### config.mk
export PLATFORM = sky130hd
export DESIGN_NAME = mem_zeroer
export DESIGN_NICKNAME = d
export VERILOG_FILES = /design/src/mc_pkg.sv /design/src/mem_zeroer.sv
export SDC_FILE = /design/constraint.sdc
export NUM_CORES = 1
export LEC_CHECK = 0
export ABC_AREA = 1
export BUFFER_PORTS_ARGS = -buffer_cell sky130_fd_sc_hd__buf_2
export CORE_AREA = 5 5 119 121
export CTS_CLUSTER_DIAMETER = 100
export DETAILED_ROUTE_END_ITERATION = 6
export DIE_AREA = 0 0 124 126
export HOLD_SLACK_MARGIN = 0.12
export PLACE_DENSITY = 0.51
export SLEW_MARGIN = 20
export SYNTH_ARGS = -nofsm -noshare
export SYNTH_HDL_FRONTEND = slang
export SYNTH_SLANG_ARGS = --single-unit
### constraint.sdc
create_clock -name core_ref_clk -period 1.5 [get_ports core_ref_clk]
set_input_delay 0.45 -clock core_ref_clk [delete_from_list [all_inputs] [get_ports core_ref_clk]]
set_output_delay 0.45 -clock core_ref_clk [all_outputs]
set_load 0.01 [all_outputs]
### src/mc_pkg.sv
package mc_pkg;

  // sizes
  localparam int FLIT_W    = 64;
  localparam int MEM_AW    = 6;
  localparam int MEM_WORDS = 64;
  localparam int TAG_W     = 8;
  localparam int MSG_W     = 4;
  localparam int HDR_RSV_W = FLIT_W - MSG_W - TAG_W - MEM_AW;  // 46 spare header bits

  // timing and limits
  localparam int RST_DELAY     = 16;
  localparam int RST_CNT_W     = $clog2(RST_DELAY + 1);
  localparam int IN_FLIGHT_MAX = 2;
  localparam int IN_FLIGHT_W   = $clog2(IN_FLIGHT_MAX + 1);
  localparam int MEM_LATENCY   = 2;  // response pipeline depth

  // message codes
  localparam logic [MSG_W-1:0] MSG_LOAD      = 4'd1;
  localparam logic [MSG_W-1:0] MSG_STORE     = 4'd2;
  localparam logic [MSG_W-1:0] MSG_LOAD_ACK  = 4'd9;
  localparam logic [MSG_W-1:0] MSG_STORE_ACK = 4'd10;

  typedef struct packed {
    logic [MSG_W-1:0]     msg;
    logic [TAG_W-1:0]     tag;
    logic [HDR_RSV_W-1:0] reserved;
    logic [MEM_AW-1:0]    addr;  // word address in the low bits
  } flit_hdr_t;

  // header and data flits share the same NoC port
  typedef union packed {
    flit_hdr_t         hdr;
    logic [FLIT_W-1:0] data;
  } flit_u;

  // one request channel, write address and data merged
  typedef struct packed {
    logic              we;
    logic [MEM_AW-1:0] addr;
    logic [FLIT_W-1:0] wdata;
    logic [TAG_W-1:0]  tag;
  } mem_req_t;

  typedef struct packed {
    logic              we;     // echoes the request kind
    logic [FLIT_W-1:0] rdata;
    logic [TAG_W-1:0]  tag;
  } mem_rsp_t;

endpackage
### src/mem_zeroer.sv
`timescale 1ns/10ps

module mem_zeroer (
  input  logic             core_ref_clk,
  input  logic             rst_i,
  input  mc_pkg::mem_req_t up_req_i,
  input  logic             up_req_val_i,
  output logic             up_req_rdy_o,
  output mc_pkg::mem_rsp_t up_rsp_o,
  output logic             up_rsp_val_o,
  input  logic             up_rsp_rdy_i,
  output mc_pkg::mem_req_t dn_req_o,
  output logic             dn_req_val_o,
  input  logic             dn_req_rdy_i,
  input  mc_pkg::mem_rsp_t dn_rsp_i,
  input  logic             dn_rsp_val_i,
  output logic             dn_rsp_rdy_o,
  output logic             zero_done_o
);
  import mc_pkg::*;

  typedef enum logic [1:0] {ZR_IDLE, ZR_CLEAR, ZR_PASS} zr_state_e;

  zr_state_e       state_q;
  logic [MEM_AW:0] wr_cnt_q;   // zero writes issued
  logic [MEM_AW:0] ack_cnt_q;  // zero writes acknowledged
  mem_req_t        clr_req;
  logic            clr_req_val;
  logic            clr_req_fire;
  logic            clr_rsp_fire;
  logic            last_ack;

  assign clr_req_val  = (state_q == ZR_CLEAR) && (wr_cnt_q != (MEM_AW + 1)'(MEM_WORDS));
  assign clr_req_fire = clr_req_val && dn_req_rdy_i;
  assign clr_rsp_fire = (state_q == ZR_CLEAR) && dn_rsp_val_i;
  assign last_ack     = (ack_cnt_q == (MEM_AW + 1)'(MEM_WORDS - 1));

  always_comb begin
    clr_req      = '0;
    clr_req.we   = 1'b1;
    clr_req.addr = wr_cnt_q[MEM_AW-1:0];
  end

  always_ff @(posedge core_ref_clk) begin
    if (rst_i) begin
      state_q   <= ZR_IDLE;
      wr_cnt_q  <= '0;
      ack_cnt_q <= '0;
    end else begin
      case (state_q)
        ZR_IDLE: state_q <= ZR_CLEAR;  // first cycle out of reset
        ZR_CLEAR: begin
          if (clr_req_fire) begin
            wr_cnt_q <= wr_cnt_q + 1'b1;
          end
          if (clr_rsp_fire) begin
            ack_cnt_q <= ack_cnt_q + 1'b1;
            if (last_ack) begin
              state_q <= ZR_PASS;
            end
          end
        end
        default: state_q <= state_q;  // pass-through until next reset
      endcase
    end
  end

  assign zero_done_o = (state_q == ZR_PASS);

  assign dn_req_o     = zero_done_o ? up_req_i : clr_req;
  assign dn_req_val_o = zero_done_o ? up_req_val_i : clr_req_val;
  assign up_req_rdy_o = zero_done_o && dn_req_rdy_i;
  assign up_rsp_o     = dn_rsp_i;
  assign up_rsp_val_o = zero_done_o && dn_rsp_val_i;  // zero write acks are absorbed
  assign dn_rsp_rdy_o = zero_done_o ? up_rsp_rdy_i : (state_q == ZR_CLEAR);

  // the bridge must hold off until calibration complete comes back to it
  assert property (@(posedge core_ref_clk) disable iff (rst_i)
    !zero_done_o |-> !up_req_val_i)
    else $error("upstream request raised before zeroing finished");

endmodule

==> metrics.csv <==
stage,metric,value,unit
route,routed_wl,8.62,mm
cts,clk_pin_slew,0.05,ns
yosys,yosys_warnings,0,
die,die_w,124,um
placement,io_buffers,168,
cts,clkSinkCount,16,
route,route.vias.total,2311,
route,firstDrtPassIters,4,
sta,rsz0062_at_grt,yes,
global_routing,grt_pass1_wl,11.6,mm
die,fp.dieH,126,um
cts,h-tree-depth,1,
cts,holdBufCountCts,0,
cts,clock_latency,0.25,ns
cells_and_area,final_area,0.00297,mm^2
route,drt_iter0_drc,34,
setup_path,critPathMaxStageDelay,0.33,ns
placement,placed_area,0.00270,mm^2
status,violations,negative setup slack,
sta,hold_ws,0.475,ns
yosys,avgSynthCellArea,5.79,um^2
die,core_area,0.0130,mm^2
sta,final_max_slew_viol_count,0,
cts,clock_path_buffers,2,
yosys,ys_types,24,
run,drv_cap,0,
pwr,peakVddDrop,0.361,mV
yosys,syn_area,0.00210,mm^2
cells_and_area,fill_cells,1475,
global_routing,grt_max_degree,26,
yosys,ys_seq_area_share,15.2,%
cells_and_area,fin_util,22.9,%
cts,ctsRootBufferMaster,clkbuf_16,
setup_path,crit_chain,inv_2 > nor2_4 > inv_6 > buf_6 > or2_1 > buf_2,
sta,hold_viol,0,
setup_path,crit_type,reg2out,
cells_and_area,diodes,0,
pwr,p_leak,1.98,nW
cts,cts_buffers,3,
setup_path,startpoint_type,register,
yosys,yosysTopAreaCell,buf_4,
yosys,netlist.area_leader.share,26.1,%
die,io_pins,315,
sta,setup_ws,-0.312,ns
status,status,finished with violations,
global_routing,antenna_found_initial,0,
sta,timing.final.crit_share,121,%
pwr,p_per_area,428,mW/mm^2
die,row_count,42,
die,start_util,16.2,%
cells_and_area,finalNetCount,639,
global_routing,grt_usage,9.71,%
global_routing,grt-ovfl-total,0,
yosys,ys_ff_latch,16,
die,die_area,0.0156,mm^2
route,drc_errors,0,
sta,timing.fmax,552,MHz
sta,fin_crit,1.81,ns
yosys,synth_nets,524,
setup_path,crit_fanout,5,
setup_path,worst-path-buf-inv,4,
placement,gp_congestion,0.737,
setup_path,crit_required,1.05,ns
route,wl_per_cell,13.2,um
sta,setup_viol,84,
setup_path,crit_family,buffers and inverters,
sta,skew,0.00537,ns
sta,tightest_slew,0.316,ns
cells_and_area,area_growth,41.3,%
cells_and_area,post_route_cells_drive_above_1_share,49.1,%
route,viasPerCell,3.54,
yosys,syn_inst,363,
min_path,worst_hold_path_type,in2reg,
setup_path,cp-end-kind,primary output,
setup_path,crit_slowest_cell,dfxtp_2,
setup_path,cp_data_arrival_time,1.36,ns
route,ant_nets,0,
placement,place_hpwl,7.17,mm
sta,maxSlewHeadroom,78.9,%
yosys,synth_area_leaders,"buf_4 26%, inv_1 16%, dfxtp_1 15%",
global_routing,grt_pass1_vias,2112,
cts,cts_tree,yes,
==> where the power goes <==
part | internal, mW | leakage, nW | total, mW | switching [mW]
combinational | 0.136 | 1.81 | 0.251 | 0.115
clock | 0.405 | 0.0442 | 0.580 | 0.174
sequential | 0.434 | 0.131 | 0.441 | 0.00649
total | 0.975 | 1.98 | 1.27 | 0.296
==> cell type report <==
| cell class | instances | area (um^2) | share of cell area (%) |
|---|---|---|---|
| Multi-Input combinational cell | 174 | 893 | 30.1 |
| Clock buffer | 4 | 88.8 | 2.99 |
| Tap cell | 176 | 220 | 7.41 |
| Sequential cell | 16 | 325 | 10.9 |
| Timing Repair Buffer | 193 | 1100 | 37.1 |
| Inverter | 90 | 343 | 11.5 |
==> state kept, by name, indices dropped and copies added (netlist names) <==
| name | flops |
|---|---|
| wr_cnt_q | 7 |
| ack_cnt_q | 7 |
| state_q | 2 |
==> what timing repair did <==
action | CTS | global route
setup buffers | 6 | 4
gates resized for setup | 20 | 21
endpoints found under the setup margin | 84 | 93
pin swaps | 5 | 9
gates cloned | 1 | 0
==> synthesized netlist by cell type <==
cell,n
nand2_1,44
a21oi_2,2
o21ai_0,7
dfxtp_1,16
o21a_1,1
nor2_1,83
nand3b_4,1
nor2_8,1
nor2_4,4
buf_4,73
inv_2,3
buf_2,1
xor2_1,4
inv_1,87
clkbuf_1,5
nand3_2,1
buf_6,4
a21oi_1,10
or2_1,1
o21ai_1,1
nand4_1,1
nand2_4,1
ha_1,3
nand3_1,9
==> per-stage QoR <==
stage	setup WS, ns	setup TNS, ns	cells	power [mW]
2_1_floorplan	-0.0109	-0.327	363	0.730
3_3_place_gp	-0.0905	-3.34	641	0.675
3_5_place_dp	-0.113	-4.40	641	0.674
4_1_cts	-0.339	-22.18	651	1.26
5_1_grt	-0.386	-26.53	653	1.34
6_report	-0.312	-19.94	653	1.27
==> cell usage in the layout, fill, tap and decap left out, types with 2 or more instances in the layout <==
cell and instances:
nand3_1 8, nor2_1 80, dfxtp_2 4, buf_12 2, dfxtp_1 12, clkbuf_16 3
o21ai_1 4, inv_1 84, o21ai_0 3, buf_4 17, inv_2 5, nor2_2 3
nor2_4 4, nand2_2 7, a21oi_1 7, buf_2 167, buf_6 5, nand2_4 2
nand2_1 36, ha_1 2, xor2_1 4, nand3_2 2, a21oi_2 5
==> path summary, 6_finish.rpt <==
path	slack, ns	start	cells after the start	end
worst min register to register	0.48	ack_cnt_q[6]$_SDFFE_PP0P_	2	ack_cnt_q[6]$_SDFFE_PP0P_
worst max-delay path	-0.31	state_q[1]$_SDFFE_PP0P_	6	dn_req_o[78]
worst max register to register	0.07	wr_cnt_q[1]$_SDFFE_PP0P_	11	wr_cnt_q[3]$_SDFFE_PP0P_
worst min-delay path	0.48	rst_i	2	ack_cnt_q[2]$_SDFFE_PP0P_
==> per-layer routing <==
layer  wire length [um]  global-route usage, %  vias up
met5                  0                      0        -
met4                244                   2.96        0
met3               1700                   7.26       24
met2               3780                   15.7      162
met1               2890                   9.74      939
li1                   -                      -     1186
==> cell families after synthesis <==
kind of cell | count (synthesis) | share of synthesized area [%]
buffers and inverters | 173 | 45.4
AND/OR/NAND/NOR | 146 | 30.5
AO/OA/AOI/OAI | 21 | 5.47
flip-flops | 16 | 15.2
XOR/XNOR | 4 | 1.67
adder cells (fa/ha/maj) | 3 | 1.78
(Power assumes the default switching activity.)
