--- src/mc_pkg.sv ---
package mc_pkg;

  // sizes
  localparam int FLIT_W    = 64;
  localparam int MEM_AW    = 6;
  localparam int MEM_WORDS = 64;
  localparam int TAG_W     = 8;
  localparam int MSG_W     = 4;
  localparam int HDR_RSV_W = FLIT_W - MSG_W - TAG_W - MEM_AW;  // 46 spare header bits

  // timing and limits
  localparam int RST_DELAY     = 16;
  localparam int RST_CNT_W     = $clog2(RST_DELAY + 1);
  localparam int IN_FLIGHT_MAX = 2;
  localparam int IN_FLIGHT_W   = $clog2(IN_FLIGHT_MAX + 1);
  localparam int MEM_LATENCY   = 2;  // response pipeline depth

  // message codes
  localparam logic [MSG_W-1:0] MSG_LOAD      = 4'd1;
  localparam logic [MSG_W-1:0] MSG_STORE     = 4'd2;
  localparam logic [MSG_W-1:0] MSG_LOAD_ACK  = 4'd9;
  localparam logic [MSG_W-1:0] MSG_STORE_ACK = 4'd10;

  typedef struct packed {
    logic [MSG_W-1:0]     msg;
    logic [TAG_W-1:0]     tag;
    logic [HDR_RSV_W-1:0] reserved;
    logic [MEM_AW-1:0]    addr;  // word address in the low bits
  } flit_hdr_t;

  // header and data flits share the same NoC port
  typedef union packed {
    flit_hdr_t         hdr;
    logic [FLIT_W-1:0] data;
  } flit_u;

  // one request channel, write address and data merged
  typedef struct packed {
    logic              we;
    logic [MEM_AW-1:0] addr;
    logic [FLIT_W-1:0] wdata;
    logic [TAG_W-1:0]  tag;
  } mem_req_t;

  typedef struct packed {
    logic              we;     // echoes the request kind
    logic [FLIT_W-1:0] rdata;
    logic [TAG_W-1:0]  tag;
  } mem_rsp_t;

endpackage
--- src/mc_reset_seq.sv ---
`timescale 1ns/10ps

module mc_reset_seq (
  input  logic core_ref_clk,
  input  logic sys_rst_n,
  input  logic zero_done_i,
  output logic bridge_rst_o,
  output logic mc_ui_rst_o,
  output logic init_calib_complete_o
);
  import mc_pkg::*;

  logic [RST_CNT_W-1:0] delay_cnt_q;
  logic                 rst_delayed_q;

  // hold the bridge in reset for RST_DELAY cycles past sys_rst_n release
  always_ff @(posedge core_ref_clk) begin
    if (!sys_rst_n) begin
      delay_cnt_q   <= RST_CNT_W'(RST_DELAY);
      rst_delayed_q <= 1'b1;
    end else begin
      if (delay_cnt_q != '0) begin
        delay_cnt_q <= delay_cnt_q - 1'b1;  // count down to release
      end
      rst_delayed_q <= (delay_cnt_q != '0);
    end
  end

  assign bridge_rst_o = rst_delayed_q;
  assign mc_ui_rst_o  = rst_delayed_q;  // exported user reset

  // calibration is modelled as done at release, so zeroing is the last step
  assign init_calib_complete_o = zero_done_i & ~rst_delayed_q;

  // zeroer is reset by the delayed reset, so neither flag can be up during it
  assert property (@(posedge core_ref_clk) disable iff (!sys_rst_n)
    bridge_rst_o |-> !(init_calib_complete_o || zero_done_i))
    else $error("calibration complete seen while bridge held in reset");

endmodule

--- config.mk ---
export PLATFORM = sky130hd
export DESIGN_NAME = mc_reset_seq
export DESIGN_NICKNAME = d
export VERILOG_FILES = /design/src/mc_pkg.sv /design/src/mc_reset_seq.sv
export SDC_FILE = /design/constraint.sdc
export NUM_CORES = 1
export LEC_CHECK = 0
export ABC_AREA = 1
export ABC_CLOCK_PERIOD_IN_PS = 1150
export BUFFER_PORTS_ARGS = -buffer_cell sky130_fd_sc_hd__buf_4
export CAP_MARGIN = 5
export CORE_AREA = 2 2 39 41
export CTS_CLUSTER_DIAMETER = 200
export DETAILED_ROUTE_END_ITERATION = 6
export DIE_AREA = 0 0 41 43
export PLACE_DENSITY_LB_ADDON = 0.08
export SLEW_MARGIN = 20
export SYNTH_ARGS = -nofsm -noshare
export SYNTH_HDL_FRONTEND = slang
export SYNTH_SLANG_ARGS = --single-unit
export TNS_END_PERCENT = 20
--- constraint.sdc ---
create_clock -name core_ref_clk -period 1.15 [get_ports core_ref_clk]
set_input_delay 0.23 -clock core_ref_clk [delete_from_list [all_inputs] [get_ports core_ref_clk]]
set_output_delay 0.23 -clock core_ref_clk [all_outputs]
set_load 0.05 [all_outputs]
==> results of run 1 <==
cells in the final DEF (no fill, tap or decap), drive strengths merged:
cell,synthesis,layout
inv,5,5
ha,2,2
a21oi,1,1
dfxtp,6,6
clkbuf,0,3
nand2,10,10
nand4,2,2
nand3,3,3
nand3b,2,2
buf,1,9
xnor2,1,1
nor2,5,5
cells by family after synthesis:
group	synth area share [%]
AOI/OAI and AO/OA	2.92
xor gates and xnor gates	2.92
adders and majority gates	8.33
buffers and inverters	8.75
DFF	40.0
and+or+nand+nor	37.1
critical path, stage by stage, from the launching register on:
cell	delay, ps
dfxtp_1	340
nor2_4	100
buf_4	190
registers in the layout, summed over array words and instances (netlist names):
| name | flops |
|---|---|
| bridge_rst_o | 1 |
| delay_cnt_q | 5 |
what timing repair did:
action,in CTS,in global routing
endpoints found under the setup margin,0,6
gates resized for setup,0,7
setup buffers,0,2
endpoints found under the hold margin,0,0
area by class of cell:
type	count	share of cell area (%)
flip-flops and latches	6	28.7
repair buffers	9	15.8
inverters	5	4.39
well taps	16	4.68
multi-input cells	26	41.2
clock buffers	3	5.26
worst min-delay path by stage:
| stage | startpoint | to | slack [ps] | cells after the start |
|---|---|---|---|---|
| detailed placement | delay_cnt_q[0] | delay_cnt_q[0] | 470 | 2 |
| finish | sys_rst_n | delay_cnt_q[4] | 220 | 2 |
| floorplan | sys_rst_n | bridge_rst_o | 300 | 1 |
| global route | sys_rst_n | bridge_rst_o | 220 | 2 |
| CTS | sys_rst_n | delay_cnt_q[4] | 210 | 2 |
| global placement | sys_rst_n | delay_cnt_q[4] | 460 | 2 |
report_power, final:
part           switching, mW  internal (mW)  leakage (nW)
Clock                 0.0752          0.118        0.0138
Combinational          0.300          0.260         0.139
Sequential            0.0787          0.299        0.0504
routing by layer:
layer	vias to the layer above	GRT usage, %	wire [µm]
li1	143	-	-
met1	117	9.35	239
met2	8	12.5	310
met3	2	4.71	52
met4	0	6.00	4
met5	-	0	0
==> run_results.csv, run 1 <==
group,metric,value,unit
placement,dp_hpwl,461,µm
route,remaining_drc_errors,0,
clock_tree,cts_num_sinks,6,
logic_synthesis,seq_area_frac_synth,40.0,%
logic_synthesis,avgSynthCellArea,7.90,µm²
clock_tree,cts_made_buffers,3,
clock_tree,htreeDepth,1,
worst_setup_path,cp.arrival,870,ps
sta,final-hold-violation-count,0,
logic_synthesis,synthesis.nets,43,
placement,dp.cells,60,
placement,placed_area,373,µm²
worst_setup_path,path_class,"flop to output pin",
logic_synthesis,syn_inst,38,
grt,grt-ovfl-total,0,
layout,seqCellArea,123,µm²
grt,grt_pass1_vias,274,
layout,layout.cells.non_filler,65,
layout,fin_area,428,µm²
die,rows,14,
worst_setup_path,r2r-end,"delay_cnt_q[4]",
worst_setup_path,worstPathRequired,920,ps
power,p_per_area,2640,mW/mm²
logic_synthesis,yosysTopAreaCell,"dfxtp_1",
logic_synthesis,synth_warnings,0,
layout,fin_nets,56,
layout,syn2layout_area_growth,42.5,%
route,antenna_left,0,
layout,drive_above_1_share,46.9,%
placement,io_buffers,5,
sta,worst_pin_slew,170,ps
die,start_util,21.7,%
worst_setup_path,worst-path-max-fanout,3,
grt,grt_max_degree,8,
placement,place_ws,72.3,ps
layout,multiInputGateArea,176,µm²
power,irDropWorstVdd,747,µV
worst_setup_path,critPathLaunch,"bridge_rst_o",
sta,layout_setup_ws,50.5,ps
logic_synthesis,ys_seq_elements,6,
hold_path,hold_class,"input port to flop",
sta,clock_skew,0.374,ps
logic_synthesis,synth_area_leaders,"dfxtp_1, nand2_1, ha_1",
sta,max_freq,909,MHz
grt,antenna_found_initial,0,
route,avgViaCountPerCell,4.15,
worst_setup_path,worstSetupEndpointType,"output pin",
sta,finalSetupViolations,0,
placement,gp_congestion,0.757,
worst_setup_path,r2r_slack,90,ps
sta,fin_crit,1100,ps
worst_setup_path,rr_worst_depth,7,
route,routedWlPerCell,9.32,µm
logic_synthesis,synth_flop_cell,"dfxtp_1",
logic_synthesis,async_flop_share,0,%
route,drt_iter0_markers,0,
sta,finalCritPeriodShare,95.6,%
sta,slew_violations,0,
clock_tree,cts_tree,"yes",
outcome,status,"finished clean",
die,die_area,0.00176,mm²
sta,finalSetupTns,0,ps
clock_tree,cts_root_buffer,"clkbuf_4",
logic_synthesis,syn_area,300,µm²
layout,nFillCells,147,
power,power.total,1.13,mW
clock_tree,clk_latency,240,ps
die,fp.coreArea,0.00138,mm²
logic_synthesis,ys_top_cells_by_count,"nand2_1, dfxtp_1, inv_1, nor2_1, nand3_1",
die,die_w,41,µm
sta,slew_headroom,88.6,%
clock_tree,clkTransAtPathRegs,50,ps
logic_synthesis,yosysMostFrequentCell,"nand2_1",
clock_tree,cts_max_path_buffers,2,
worst_setup_path,startpoint_type,"flop",
logic_synthesis,synth_edf_count,0,
sta,rsz0062_at_grt,"false",
logic_synthesis,synth_top_area_share,40.0,%
worst_setup_path,cp-endpoint,"init_calib_complete_o",
route,num_vias,270,
route,first_pass_iters,1,
logic_synthesis,yosys.cell_types.count,13,
worst_setup_path,r2r-start,"delay_cnt_q[0]",
clock_tree,holdBufCountCts,0,
layout,utilization,30.9,%
die,ios,6,
route,wl,606,µm
layout,antenna_cells,0,
sta,holdWs,219,ps
grt,grt_usage,8.74,%
die,die_h,43,µm
grt,grt_pass1_wl,1.01,mm
job,drv_cap,0,
power,leakagePower,0.203,nW
Note: power is estimated with default switching activity, not from simulation.
==> run 2: changes to the inputs <==
--- a/config.mk
+++ b/config.mk
@@ -11,6 +11,7 @@
 export CAP_MARGIN = 5
 export CORE_AREA = 2 2 39 41
 export CTS_CLUSTER_DIAMETER = 200
+export CTS_CLUSTER_SIZE = 25
 export DETAILED_ROUTE_END_ITERATION = 6
 export DIE_AREA = 0 0 41 43
 export PLACE_DENSITY_LB_ADDON = 0.08
==> constraint.sdc (replaced) <==
create_clock -name core_ref_clk -period 1.15 [get_ports core_ref_clk]
set_input_delay 0.23 -clock core_ref_clk [delete_from_list [all_inputs] [get_ports core_ref_clk]]
set_output_delay 0.23 -clock core_ref_clk [all_outputs]
set_load 0.02 [all_outputs]
==> run 2 against run 1 <==
Compared with the run above: global-route usage is 0.61 points higher; critical path depth grew 5; clock power grew 3%; utilization shrank 2.4 points; combinational power shrank 17%; wire length down 4.8%; setup slack better by 61 ps; critical endpoint is now bridge_rst_o; final area fell by 7.9%; clock skew is 6.9 ps higher.
==> run_results.csv, run 2 (same netlist as run 1, synthesis figures left out) <==
group,metric,value,unit
layout,antenna_cells,0,
hold_path,hold_class,"input port to flop",
route,routed.top_layer,"met4",
layout,seqCellArea,121,µm²
route,routedWlPerCell,9.16,µm
worst_setup_path,rr_worst_depth,7,
placement,dp_hpwl,450,µm
layout,nFillCells,158,
sta,fin_crit,1040,ps
clock_tree,cts_made_buffers,3,
worst_setup_path,r2r-end,"bridge_rst_o",
worst_setup_path,path_class,"flop to flop",
layout,most-common-layout-cells,"nand2_1, buf_4, inv_1, dfxtp_1",
worst_setup_path,slowest_delay,320,ps
grt,grt_pass1_vias,268,
power,intPower,0.631,mW
grt,grt_pass1_wl,1.07,mm
clock_tree,postCtsSetupRepairBufs,0,
sta,final-hold-violation-count,0,
grt,grt_usage,9.36,%
layout,final_common_cell,"nand2_1",
clock_tree,clk_latency,250,ps
worst_setup_path,worst-path-max-fanout,4,
layout,utilization,28.5,%
route,drt-met1-wl,254,µm
worst_setup_path,cp_cell_sequence,"inv_1 -> ha_1 -> inv_1 -> nor2_2 -> nand2_2 -> nand2_2 -> nand2_1",
route,met2_length,277,µm
layout,largest_register_ffs,5,
clock_tree,cts_num_sinks,6,
sta,clock_skew,7.22,ps
worst_setup_path,cp-endpoint,"bridge_rst_o",
power,seq_power_share,36.0,%
worst_setup_path,cp.arrival,1170,ps
power,switchingPower,0.401,mW
route,wl_met3,36,µm
layout,top_register,"delay_cnt_q",
layout,syn2layout_area_growth,31.3,%
clock_tree,cts_root_buffer,"clkbuf_4",
job,drv_cap,0,
power,irDropWorstVdd,764,µV
route,wl,577,µm
die,start_util,21.7,%
sta,finalSetupTns,0,ps
layout,drive_above_1_share,36.2,%
placement,io_buffers,5,
die,fp.coreArea,0.00138,mm²
route,antenna_left,0,
route,remaining_drc_errors,0,
die,die_area,0.00176,mm²
worst_setup_path,r2r_slack,110,ps
clock_tree,cts_max_path_buffers,2,
power,p_per_area,2620,mW/mm²
grt,grt_max_degree,8,
placement,gp_congestion,0.722,
sta,slew_violations,0,
die,die_w,41,µm
layout,multiInputGateArea,159,µm²
sta,worst_pin_slew,179,ps
power,clock_power_share,19.2,%
route,drt_iter0_markers,3,
power,power.total,1.03,mW
sta,max_freq,963,MHz
clock_tree,clkTransAtPathRegs,50,ps
worst_setup_path,startpoint_type,"flop",
worst_setup_path,critPathLaunch,"delay_cnt_q[1]",
die,die_h,43,µm
route,num_vias,263,
sta,slew_headroom,88.0,%
worst_setup_path,worstSetupEndpointType,"flop",
clock_tree,htreeDepth,1,
grt,grt-ovfl-total,0,
power,leakagePower,0.192,nW
route,first_pass_iters,2,
outcome,status,"finished clean",
power,pwr-share-comb,44.8,%
worst_setup_path,r2r-start,"delay_cnt_q[1]",
clock_tree,cts_tree,"yes",
sta,finalSetupViolations,0,
worst_setup_path,worstPathRequired,1280,ps
grt,antenna_found_initial,0,
power,sw_frac_of_total,38.8,%
die,rows,14,
route,avgViaCountPerCell,4.17,
worst_setup_path,crit_slowest_cell,"dfxtp_2",
sta,finalCritPeriodShare,90.3,%
layout,fin_nets,54,
sta,rsz0062_at_grt,"true",
die,ios,6,
[run 2: critical path, delay by kind of cell, from the launching register on]
kind,cells,cell delay (ps)
simple gates,4,360
flops,1,320
fa+ha+maj,1,140
buf+inv,2,110
[run 2: repair_timing]
item                                    in CTS  in global routing
hold buffers                                 0                  0
hold endpoints to repair                     0                  0
resized for setup                            0                  3
endpoints found under the setup margin       0                  6
[run 2: metal layers]
| layer | global-route usage, % | vias to the layer above |
|---|---|---|
| met3 | 4.71 | 2 |
| li1 | - | 138 |
| met2 | 13.1 | 8 |
| met4 | 6.00 | 0 |
| met1 | 10.7 | 115 |
| met5 | 0 | - |
[run 2: layout make-up]
| cell class | instances | share of cell area, % |
|---|---|---|
| multi-input combinational | 26 | 40.3 |
| sequential | 6 | 30.8 |
| timing repair buffer | 7 | 13.3 |
| clock buffer | 3 | 5.71 |
| tap | 16 | 5.08 |
| inverter | 5 | 4.76 |
[run 2: power groups by stage]
| stage | registers [mW] | clock network [mW] | logic, mW |
|---|---|---|---|
| final | 0.371 | 0.198 | 0.463 |
| after global routing | 0.386 | 0.220 | 0.537 |
| after CTS | 0.366 | 0.209 | 0.459 |
| after floorplan | 0.361 | 0 | 0.341 |
| after global placement | 0.366 | 0 | 0.441 |
| after detailed placement | 0.370 | 0 | 0.457 |
[run 2: how the worst min path moves through the flow]
stage	start	to	slack, ps	cells past startpoint
global placement	sys_rst_n	delay_cnt_q[4]	460	2
floorplan	sys_rst_n	bridge_rst_o	300	1
detailed placement	sys_rst_n	delay_cnt_q[4]	460	2
finish	sys_rst_n	delay_cnt_q[4]	210	2
global route	sys_rst_n	delay_cnt_q[4]	200	2
CTS	sys_rst_n	delay_cnt_q[4]	200	2
[run 2: through the flow]
step / setup WS (ps) / std cells / hold WS, ps / instance area [µm²]
after global placement: 90.9 / 60 / 461 / 365
after global routing: -2.38 / 63 / 204 / 394
after detailed placement: 71.6 / 60 / 463 / 365
after floorplan: 83.2 / 38 / 299 / 300
after CTS: 52.5 / 63 / 196 / 388
final: 111 / 63 / 206 / 394
