[src/mc_pkg.sv]
package mc_pkg;

  // sizes
  localparam int FLIT_W    = 64;
  localparam int MEM_AW    = 6;
  localparam int MEM_WORDS = 64;
  localparam int TAG_W     = 8;
  localparam int MSG_W     = 4;
  localparam int HDR_RSV_W = FLIT_W - MSG_W - TAG_W - MEM_AW;  // 46 spare header bits

  // timing and limits
  localparam int RST_DELAY     = 16;
  localparam int RST_CNT_W     = $clog2(RST_DELAY + 1);
  localparam int IN_FLIGHT_MAX = 2;
  localparam int IN_FLIGHT_W   = $clog2(IN_FLIGHT_MAX + 1);
  localparam int MEM_LATENCY   = 2;  // response pipeline depth

  // message codes
  localparam logic [MSG_W-1:0] MSG_LOAD      = 4'd1;
  localparam logic [MSG_W-1:0] MSG_STORE     = 4'd2;
  localparam logic [MSG_W-1:0] MSG_LOAD_ACK  = 4'd9;
  localparam logic [MSG_W-1:0] MSG_STORE_ACK = 4'd10;

  typedef struct packed {
    logic [MSG_W-1:0]     msg;
    logic [TAG_W-1:0]     tag;
    logic [HDR_RSV_W-1:0] reserved;
    logic [MEM_AW-1:0]    addr;  // word address in the low bits
  } flit_hdr_t;

  // header and data flits share the same NoC port
  typedef union packed {
    flit_hdr_t         hdr;
    logic [FLIT_W-1:0] data;
  } flit_u;

  // one request channel, write address and data merged
  typedef struct packed {
    logic              we;
    logic [MEM_AW-1:0] addr;
    logic [FLIT_W-1:0] wdata;
    logic [TAG_W-1:0]  tag;
  } mem_req_t;

  typedef struct packed {
    logic              we;     // echoes the request kind
    logic [FLIT_W-1:0] rdata;
    logic [TAG_W-1:0]  tag;
  } mem_rsp_t;

endpackage
[src/noc_mem_bridge.sv]
`timescale 1ns/10ps

module noc_mem_bridge (
  input  logic             core_ref_clk,
  input  logic             rst_i,
  input  logic             init_done_i,
  input  mc_pkg::flit_u    flit_in_data_i,
  input  logic             flit_in_val_i,
  output logic             flit_in_rdy_o,
  output mc_pkg::flit_u    flit_out_data_o,
  output logic             flit_out_val_o,
  input  logic             flit_out_rdy_i,
  output mc_pkg::mem_req_t mem_req_o,
  output logic             mem_req_val_o,
  input  logic             mem_req_rdy_i,
  input  mc_pkg::mem_rsp_t mem_rsp_i,
  input  logic             mem_rsp_val_i,
  output logic             mem_rsp_rdy_o
);
  import mc_pkg::*;

  typedef enum logic [1:0] {IN_HDR, IN_DATA, IN_REQ} in_state_e;
  typedef enum logic [1:0] {OUT_IDLE, OUT_HDR, OUT_DATA} out_state_e;

  in_state_e              in_state_q;
  out_state_e             out_state_q;
  mem_req_t               req_q;
  mem_rsp_t               rsp_q;
  logic [IN_FLIGHT_W-1:0] in_flight_q;
  logic                   flit_in_fire;
  logic                   flit_out_fire;
  logic                   req_fire;
  logic                   rsp_fire;

  // new headers only while below the in-flight limit
  assign flit_in_rdy_o = init_done_i &&
                         ((in_state_q == IN_HDR &&
                           in_flight_q < IN_FLIGHT_W'(IN_FLIGHT_MAX)) ||
                          in_state_q == IN_DATA);
  assign flit_in_fire  = flit_in_val_i && flit_in_rdy_o;

  always_ff @(posedge core_ref_clk) begin
    if (rst_i) begin
      in_state_q <= IN_HDR;
    end else begin
      case (in_state_q)
        IN_HDR: begin
          if (flit_in_fire) begin
            // anything other than a store is served as a load
            in_state_q <= (flit_in_data_i.hdr.msg == MSG_STORE) ? IN_DATA : IN_REQ;
          end
        end
        IN_DATA: begin
          if (flit_in_fire) begin
            in_state_q <= IN_REQ;
          end
        end
        IN_REQ: begin
          if (req_fire) begin
            in_state_q <= IN_HDR;
          end
        end
        default: in_state_q <= IN_HDR;
      endcase
    end
  end

  always_ff @(posedge core_ref_clk) begin
    if (flit_in_fire) begin
      if (in_state_q == IN_HDR) begin
        req_q.we    <= (flit_in_data_i.hdr.msg == MSG_STORE);
        req_q.addr  <= flit_in_data_i.hdr.addr;
        req_q.tag   <= flit_in_data_i.hdr.tag;  // NoC tag rides through memory
        req_q.wdata <= '0;
      end else begin
        req_q.wdata <= flit_in_data_i.data;  // store payload flit
      end
    end
  end

  assign mem_req_o     = req_q;
  assign mem_req_val_o = (in_state_q == IN_REQ);
  assign req_fire      = mem_req_val_o && mem_req_rdy_i;

  // outstanding count, retired when the response reaches the output FSM
  always_ff @(posedge core_ref_clk) begin
    if (rst_i) begin
      in_flight_q <= '0;
    end else begin
      case ({req_fire, rsp_fire})
        2'b10:   in_flight_q <= in_flight_q + 1'b1;
        2'b01:   in_flight_q <= in_flight_q - 1'b1;
        default: in_flight_q <= in_flight_q;
      endcase
    end
  end

  assign mem_rsp_rdy_o  = (out_state_q == OUT_IDLE);
  assign rsp_fire       = mem_rsp_val_i && mem_rsp_rdy_o;
  assign flit_out_val_o = (out_state_q != OUT_IDLE);
  assign flit_out_fire  = flit_out_val_o && flit_out_rdy_i;

  always_ff @(posedge core_ref_clk) begin
    if (rst_i) begin
      out_state_q <= OUT_IDLE;
    end else begin
      case (out_state_q)
        OUT_IDLE: begin
          if (rsp_fire) begin
            out_state_q <= OUT_HDR;
          end
        end
        OUT_HDR: begin
          if (flit_out_fire) begin
            out_state_q <= rsp_q.we ? OUT_IDLE : OUT_DATA;  // loads add a data flit
          end
        end
        OUT_DATA: begin
          if (flit_out_fire) begin
            out_state_q <= OUT_IDLE;
          end
        end
        default: out_state_q <= OUT_IDLE;
      endcase
    end
  end

  always_ff @(posedge core_ref_clk) begin
    if (rsp_fire) begin
      rsp_q <= mem_rsp_i;
    end
  end

  always_comb begin
    flit_out_data_o = '0;
    if (out_state_q == OUT_DATA) begin
      flit_out_data_o.data = rsp_q.rdata;
    end else begin
      flit_out_data_o.hdr.msg = rsp_q.we ? MSG_STORE_ACK : MSG_LOAD_ACK;
      flit_out_data_o.hdr.tag = rsp_q.tag;
    end
  end

  assert property (@(posedge core_ref_clk) disable iff (rst_i)
    in_flight_q <= IN_FLIGHT_W'(IN_FLIGHT_MAX))
    else $error("in-flight count %0d above limit", in_flight_q);

endmodule

[config.mk]
export PLATFORM = sky130hd
export DESIGN_NAME = noc_mem_bridge
export DESIGN_NICKNAME = d
export VERILOG_FILES = /design/src/mc_pkg.sv /design/src/noc_mem_bridge.sv
export SDC_FILE = /design/constraint.sdc
export NUM_CORES = 1
export LEC_CHECK = 0
export ABC_AREA = 1
export BUFFER_PORTS_ARGS = -buffer_cell sky130_fd_sc_hd__buf_2
export CORE_AREA = 2 2 113 115
export CTS_CLUSTER_DIAMETER = 60
export DETAILED_ROUTE_END_ITERATION = 8
export DIE_AREA = 0 0 115 117
export PLACE_DENSITY = 0.91
export SYNTH_ARGS = -nofsm -noshare
export SYNTH_HDL_FRONTEND = slang
export SYNTH_SLANG_ARGS = --single-unit
[constraint.sdc]
create_clock -name core_ref_clk -period 8.87 [get_ports core_ref_clk]
set_input_delay 1.3305 -clock core_ref_clk [delete_from_list [all_inputs] [get_ports core_ref_clk]]
set_output_delay 1.3305 -clock core_ref_clk [all_outputs]
set_load 0.03 [all_outputs]
==> results of run 1 <==
-- power by group through the flow --
stage	Combinational [uW]	Clock (uW)	Sequential [uW]
final	212	654	888
after global routing	231	693	892
after CTS	215	665	889
after detailed placement	214	0	904
after global placement	208	0	901
after floorplan	91.8	0	943
-- critical path: stages, from the launching register on --
cell and delay (ns):
sky130_fd_sc_hd__dfxtp_1 0.33, sky130_fd_sc_hd__inv_1 0.07, sky130_fd_sc_hd__nor2_2 0.39, sky130_fd_sc_hd__inv_2 0.49, sky130_fd_sc_hd__or2_2 0.44, sky130_fd_sc_hd__buf_2 0.18
-- per-layer routing --
layer	up-vias	wire [microns]
li1	2095	-
met4	0	187
met2	212	7350
met5	-	0
met1	1903	4680
met3	17	1400
-- flip-flops by register name (all words and copies together), names as in the netlist --
signal / cells
in_flight_q: 2
in_state_q: 2
mem_req_o: 79
out_state_q: 2
rsp_q: 73
-- layout make-up --
| class | instances | area, sq um |
|---|---|---|
| Antenna cell | 1 | 2.50 |
| Clock buffer | 19 | 433 |
| Clock inverter | 12 | 97.6 |
| Fill cell | 910 | 4190 |
| Inverter | 129 | 484 |
| Multi-Input combinational cell | 183 | 754 |
| Sequential cell | 158 | 4680 |
| Tap cell | 150 | 188 |
| Timing Repair Buffer | 294 | 1480 |
-- metrics by stage --
stage               util, %  setup WS [ns]  hold WS (ns)  instance area [sq um]  cells
detailed placement     61.7           5.61         0.514                   7590    914
finish                 66.0           5.20         0.524                   8130    946
global route           66.0           4.99         0.556                   8120    945
global placement       61.7           5.65         0.505                   7590    914
floorplan                 -           5.08         0.450                   6010    484
CTS                    66.0           5.18         0.528                   8120    945
-- worst paths after layout --
kind | start | to | slack, ns
worst max-delay path | out_state_q[1] | flit_out_data_o[63] | 5.20
worst min-delay path | in_flight_q[1] | in_flight_q[1] | 0.52
worst max register to register | out_state_q[0] | in_flight_q[1] | 6.46
worst min register to register | in_flight_q[1] | in_flight_q[1] | 0.52
-- logic make-up after synthesis --
group / share of synthesized area, %
xor gates and xnor gates: 0.146
DFF: 77.9
adders and majority gates: 0.208
buffers and inverters: 9.78
AOI/OAI and AO/OA: 0.749
and+or+nand+nor: 11.2
-- cell usage after synthesis (all sizes together) --
| master | number |
|---|---|
| buf | 14 |
| o21ai | 4 |
| xor2 | 1 |
| a21oi | 5 |
| nand3 | 1 |
| nor2 | 128 |
| nand3b | 2 |
| ha | 1 |
| dfxtp | 6 |
| edfxtp | 152 |
| inv | 129 |
| or2 | 1 |
| nand2 | 39 |
| nor4 | 1 |
==> impl_metrics.csv, run 1 <==
group,metric,value,unit
global_route,grt_max_degree,66,
layout,syn2layout_area_growth,35.1,%
synth,postSynthNetCount,629,
pwr,peakVddDrop,0.150,mV
pwr,switching_share,25.0,%
cts,clock_path_buffers,2,
route,wl,13600,microns
global_route,grt.overflow.total,0,
global_route,global_route.usage.met2,36.5,%
timing,timing.fmax,272,MHz
synth,syn-instance-count,484,
global_route,overall_global_routing_usage,19.9,%
synth,synthesis.area_per_instance,12.4,sq um
die,fp.dieW,115,microns
cts,clk_pin_slew_worst_paths,0.06,ns
cts,numCtsBuffers,17,
cts,htree_num_levels,4,
placed_design,dp_hpwl,10200,microns
run,drv.max_cap_violation_count,0,
route,drt.antenna.violating_nets,0,
die,io-pin-count,291,
synth,mappedNetlistArea,0.00601,sq mm
setup_path,nature_of_the_critical_path_endpoint,"primary output",
setup_path,worst-r2r-cell-count,9,
global_route,grt_pass1_wl,19500,microns
global_route,first_global_vias,4115,
die,floorplan.die_area,0.0135,sq mm
timing,final_period_minus_worst_setup_slack,3.67,ns
setup_path,timing.critical_path.fanout_max,63,
pwr,final_power,1750,uW
synth,synth_warnings,0,
route,drc_violation_count_after_routing,0,
synth,synth_area_leader_cell,"sky130_fd_sc_hd__edfxtp_1",
setup_path,worstPathRequired,7.54,ns
timing,tightestPinTransition,0.965,ns
cts,clock_latency,0.42,ns
layout,final_nets,928,
cts,cts_root_buffer,"sky130_fd_sc_hd__clkbuf_16",
synth,yosys_register_bits,158,
die,die-height,117,microns
pwr,leakage,0.00408,uW
die,start_util,48.8,%
layout,drive_gt1_share,41.8,%
timing,slew_violations,0,
setup_path,arrival,2.34,ns
pwr,clock_power_share,37.3,%
global_route,gr-max-usage-layer,"met2",
pwr,share_comb_of_total_power,12.1,%
timing,max_slew_margin,35.6,%
die,num_rows,41,
timing,setup_tns,0,ns
global_route,met3_global_route_usage,8.08,%
cts,clkSinkCount,158,
pwr,switchingPower,438,uW
synth,synth_sequential_area_ratio,77.9,%
cts,cts_hold_repair.buffers,0,
route,route.detailed.wl_per_inst,14.4,microns
outcome,status,"completed",
layout,final_common_cell,"sky130_fd_sc_hd__buf_2",
synth,netlist.area_leader.share,75.9,%
synth,synth_area_leaders,"sky130_fd_sc_hd__edfxtp_1, sky130_fd_sc_hd__inv_1, sky130_fd_sc_hd__nor2_1, sky130_fd_sc_hd__nand2_1, sky130_fd_sc_hd__dfxtp_1",
timing,rsz0062_at_grt,"no",
placed_design,place.port_buffers,290,
route,vias_per_cell,4.47,
layout,layout.cells.most_common_list,"sky130_fd_sc_hd__buf_2, sky130_fd_sc_hd__edfxtp_1, sky130_fd_sc_hd__inv_1, sky130_fd_sc_hd__nor2_1, sky130_fd_sc_hd__nand2_1",
global_route,gr-usage-met1,19.7,%
global_route,grt_antenna_before_repair,0,
timing,hold_viol,0,
route,detailedRoute.firstPassIterationCount,4,
die,core_area,0.0123,sq mm
cts,cts_resized,0,
synth,yosys.cell_types.count,20,
timing,post-route-period-util,41.4,%
setup_path,crit_type,"reg -> out",
timing,final.setup_skew,0.0120,ns
placed_design,placer_s_final_routability_congestion_estimate,0.805,
route,detailroute.via_count,4227,
setup_path,timing.critical_path.from_type,"flip-flop",
timing,setup_violations,0,
hold_path,worstHoldPathType,"reg -> reg",
pwr,internal_power,1320,uW
cts,cts_tree,"yes",
hold_path,min_delay_path_depth,2,
cts,postCtsSetupBuffers,0,
pwr,seq_power_share,50.6,%
pwr,power_density,216,mW/mm^2
route,drt_iter0_markers,319,
Power figures use the tool's default switching activity.
==> run 2: changes to the inputs <==
--- a/config.mk
+++ b/config.mk
@@ -7,11 +7,10 @@
 export LEC_CHECK = 0
 export ABC_AREA = 1
 export BUFFER_PORTS_ARGS = -buffer_cell sky130_fd_sc_hd__buf_2
-export CORE_AREA = 2 2 113 115
+export CORE_UTILIZATION = 42
 export CTS_CLUSTER_DIAMETER = 60
 export DETAILED_ROUTE_END_ITERATION = 8
-export DIE_AREA = 0 0 115 117
-export PLACE_DENSITY = 0.91
+export PLACE_DENSITY = 0.83
 export SYNTH_ARGS = -nofsm -noshare
 export SYNTH_HDL_FRONTEND = slang
 export SYNTH_SLANG_ARGS = --single-unit
==> constraint.sdc (replaced) <==
create_clock -name core_ref_clk -period 3.35 [get_ports core_ref_clk]
set_input_delay 0.5025 -clock core_ref_clk [delete_from_list [all_inputs] [get_ports core_ref_clk]]
set_output_delay 0.5025 -clock core_ref_clk [all_outputs]
set_load 0.03 [all_outputs]
==> run 2 against run 1 <==
  * Critical endpoint is now flit_out_data_o[29]
  * Sequential power increased to 2.6 times the previous value
  * Power increased to 2.6 times the previous value
  * Non-clock buffer count increased by 1
  * Via count increased by 0.38%
==> impl_metrics.csv, run 2 (synthesized netlist as in run 1, its figures left out) <==
group,metric,value,unit
pwr,power_density,567,mW/mm^2
outcome,status,"completed",
setup_path,worst_setup_path_startpoint,"out_state_q[1]",
setup_path,reg2reg_to,"mem_req_o[67]",
die,fp.dieW,122,microns
die,floorplan.die_area,0.0148,sq mm
timing,slew_violations,0,
layout,final_common_cell,"sky130_fd_sc_hd__buf_2",
cts,clk_pin_slew_worst_paths,0.06,ns
layout,postLayoutCellArea,0.00818,sq mm
layout,layout.cells.most_common_list,"sky130_fd_sc_hd__buf_2, sky130_fd_sc_hd__edfxtp_1, sky130_fd_sc_hd__inv_1, sky130_fd_sc_hd__nor2_1, sky130_fd_sc_hd__nand2_1",
timing,tightestPinTransition,0.762,ns
layout,syn2layout_area_growth,36.0,%
route,drt_iter0_markers,240,
global_route,grt_antenna_before_repair,1,
layout,drive_gt1_share,41.8,%
timing,post-route-period-util,83.2,%
cts,clock_path_buffers,2,
setup_path,worst_path_buffer_plus_inverter_count,4,
layout,number_of_flip_flops_in_the_largest_register,79,
global_route,grt_pass1_wl,19000,microns
route,detailedRoute.firstPassIterationCount,6,
global_route,grt.overflow.total,0,
timing,setup_violations,0,
setup_path,timing.critical_path.max_delay_family,"buffers and inverters",
placed_design,dp_hpwl,9810,microns
setup_path,critical_path_depth,6,
timing,timing.fmax,359,MHz
setup_path,critPathCapture,"flit_out_data_o[29]",
setup_path,crit_chain,"inv_1, nor2_2, inv_2, buf_4, nor2_1, buf_2",
global_route,overall_global_routing_usage,17.6,%
placed_design,dp_slack,0.970,ns
die,core_area,0.0139,sq mm
layout,final_nets,929,
global_route,grt_max_degree,63,
cts,cts_resized,0,
pwr,leakage,0.00409,uW
timing,max_slew_margin,49.2,%
cts,clkSinkCount,158,
timing,final.hold.worst_slack,0.268,ns
setup_path,rrSetupSlack,1.42,ns
setup_path,critical-path-slowest-cell,"sky130_fd_sc_hd__inv_2",
cts,numCtsBuffers,17,
cts,cts_tree,"yes",
setup_path,timing.critical_path.from_type,"flip-flop",
cts,htree_num_levels,4,
timing,final.setup.worst_slack,0.563,ns
hold_path,worstHoldPathType,"in -> reg",
pwr,peakVddDrop,0.266,mV
timing,final_period_minus_worst_setup_slack,2.79,ns
route,highest-signal-layer,"met5",
cts,clock_latency,0.41,ns
die,num_rows,43,
die,die-height,122,microns
setup_path,nature_of_the_critical_path_endpoint,"primary output",
placed_design,place.port_buffers,290,
setup_path,worstPathRequired,2.85,ns
global_route,first_global_vias,3913,
route,drt.antenna.violating_nets,0,
cts,postCtsSetupBuffers,0,
route,drc_violation_count_after_routing,0,
layout,nFillCells,1146,
route,detailroute.via_count,4243,
die,start_util,43.2,%
setup_path,crit_path_max_incr_delay,0.41,ns
route,vias_per_cell,4.35,
placed_design,placement_stage_cell_area,0.00765,sq mm
setup_path,crit_type,"reg -> out",
setup_path,worst-r2r-cell-count,5,
route,drt-met1-wl,4870,microns
route,routed_length_on_met3,1410,microns
cts,cts_root_buffer,"sky130_fd_sc_hd__clkbuf_16",
layout,antenna-diode-count,0,
pwr,final_power,4640,uW
placed_design,placer_s_final_routability_congestion_estimate,0.743,
timing,hold_viol,0,
timing,setup_tns,0,ns
die,io-pin-count,291,
route,route.detailed.wl_per_inst,13.5,microns
timing,final.setup_skew,0.00674,ns
route,wl,13200,microns
run,drv.max_cap_violation_count,0,
setup_path,critical_path.reg2reg.startpoint,"in_state_q[0]",
cts,cts_hold_repair.buffers,0,
setup_path,timing.critical_path.fanout_max,47,
setup_path,arrival,2.28,ns
route,routed-wl-met2,6700,microns
timing,rsz0062_at_grt,"no",
## run 2: cell types whose count changed in the layout (fill, tap and decap cells not counted)
| cell | before | now |
|---|---|---|
| sky130_fd_sc_hd__buf_12 | 0 | 1 |
| sky130_fd_sc_hd__clkinv_1 | 1 | 2 |
| sky130_fd_sc_hd__clkbuf_1 | 2 | 1 |
| sky130_fd_sc_hd__clkinvlp_4 | 4 | 3 |
| sky130_fd_sc_hd__inv_6 | 1 | 2 |
| sky130_fd_sc_hd__diode_2 | 1 | 0 |
| sky130_fd_sc_hd__clkinv_2 | 5 | 4 |
## run 2: metrics by stage
step,utilization (%),instances
floorplan,-,484
global placement,54.9,945
detailed placement,54.9,945
CTS,58.7,975
global route,58.7,975
finish,58.7,975
## run 2: how the worst min path moves through the flow
stage	from	end	depth (start not counted)
2_1_floorplan	in_flight_q[1]	in_flight_q[1]	2
3_3_place_gp	in_flight_q[1]	in_flight_q[1]	2
3_5_place_dp	out_state_q[0]	out_state_q[0]	2
4_1_cts	mem_rsp_i[11]	rsp_q[11]	1
5_1_grt	mem_rsp_i[56]	rsp_q[56]	1
6_report	mem_rsp_i[56]	rsp_q[56]	1
## run 2: layout make-up
cell class                 count  area, sq um  area share (%)
clock buffer                  18          429            5.25
clock inverter                12         97.6            1.19
inverter                     129          484            5.92
multi-input combinational    183          754            9.23
sequential                   158         4680            57.3
tap                          180          225            2.75
timing repair buffer         295         1500            18.4
## run 2: power by group
part           total [uW]  internal [uW]  switching [uW]
Sequential           2350           2310            33.9
Combinational         564            165             399
Clock                1730           1010             720
## run 2: metal layers
metal  global-route usage (%)  vias to the layer above
met4                     7.02                        2
li1                         -                     2093
met1                     18.4                     1914
met2                     31.3                      220
met5                        0                        -
met3                     7.44                       14
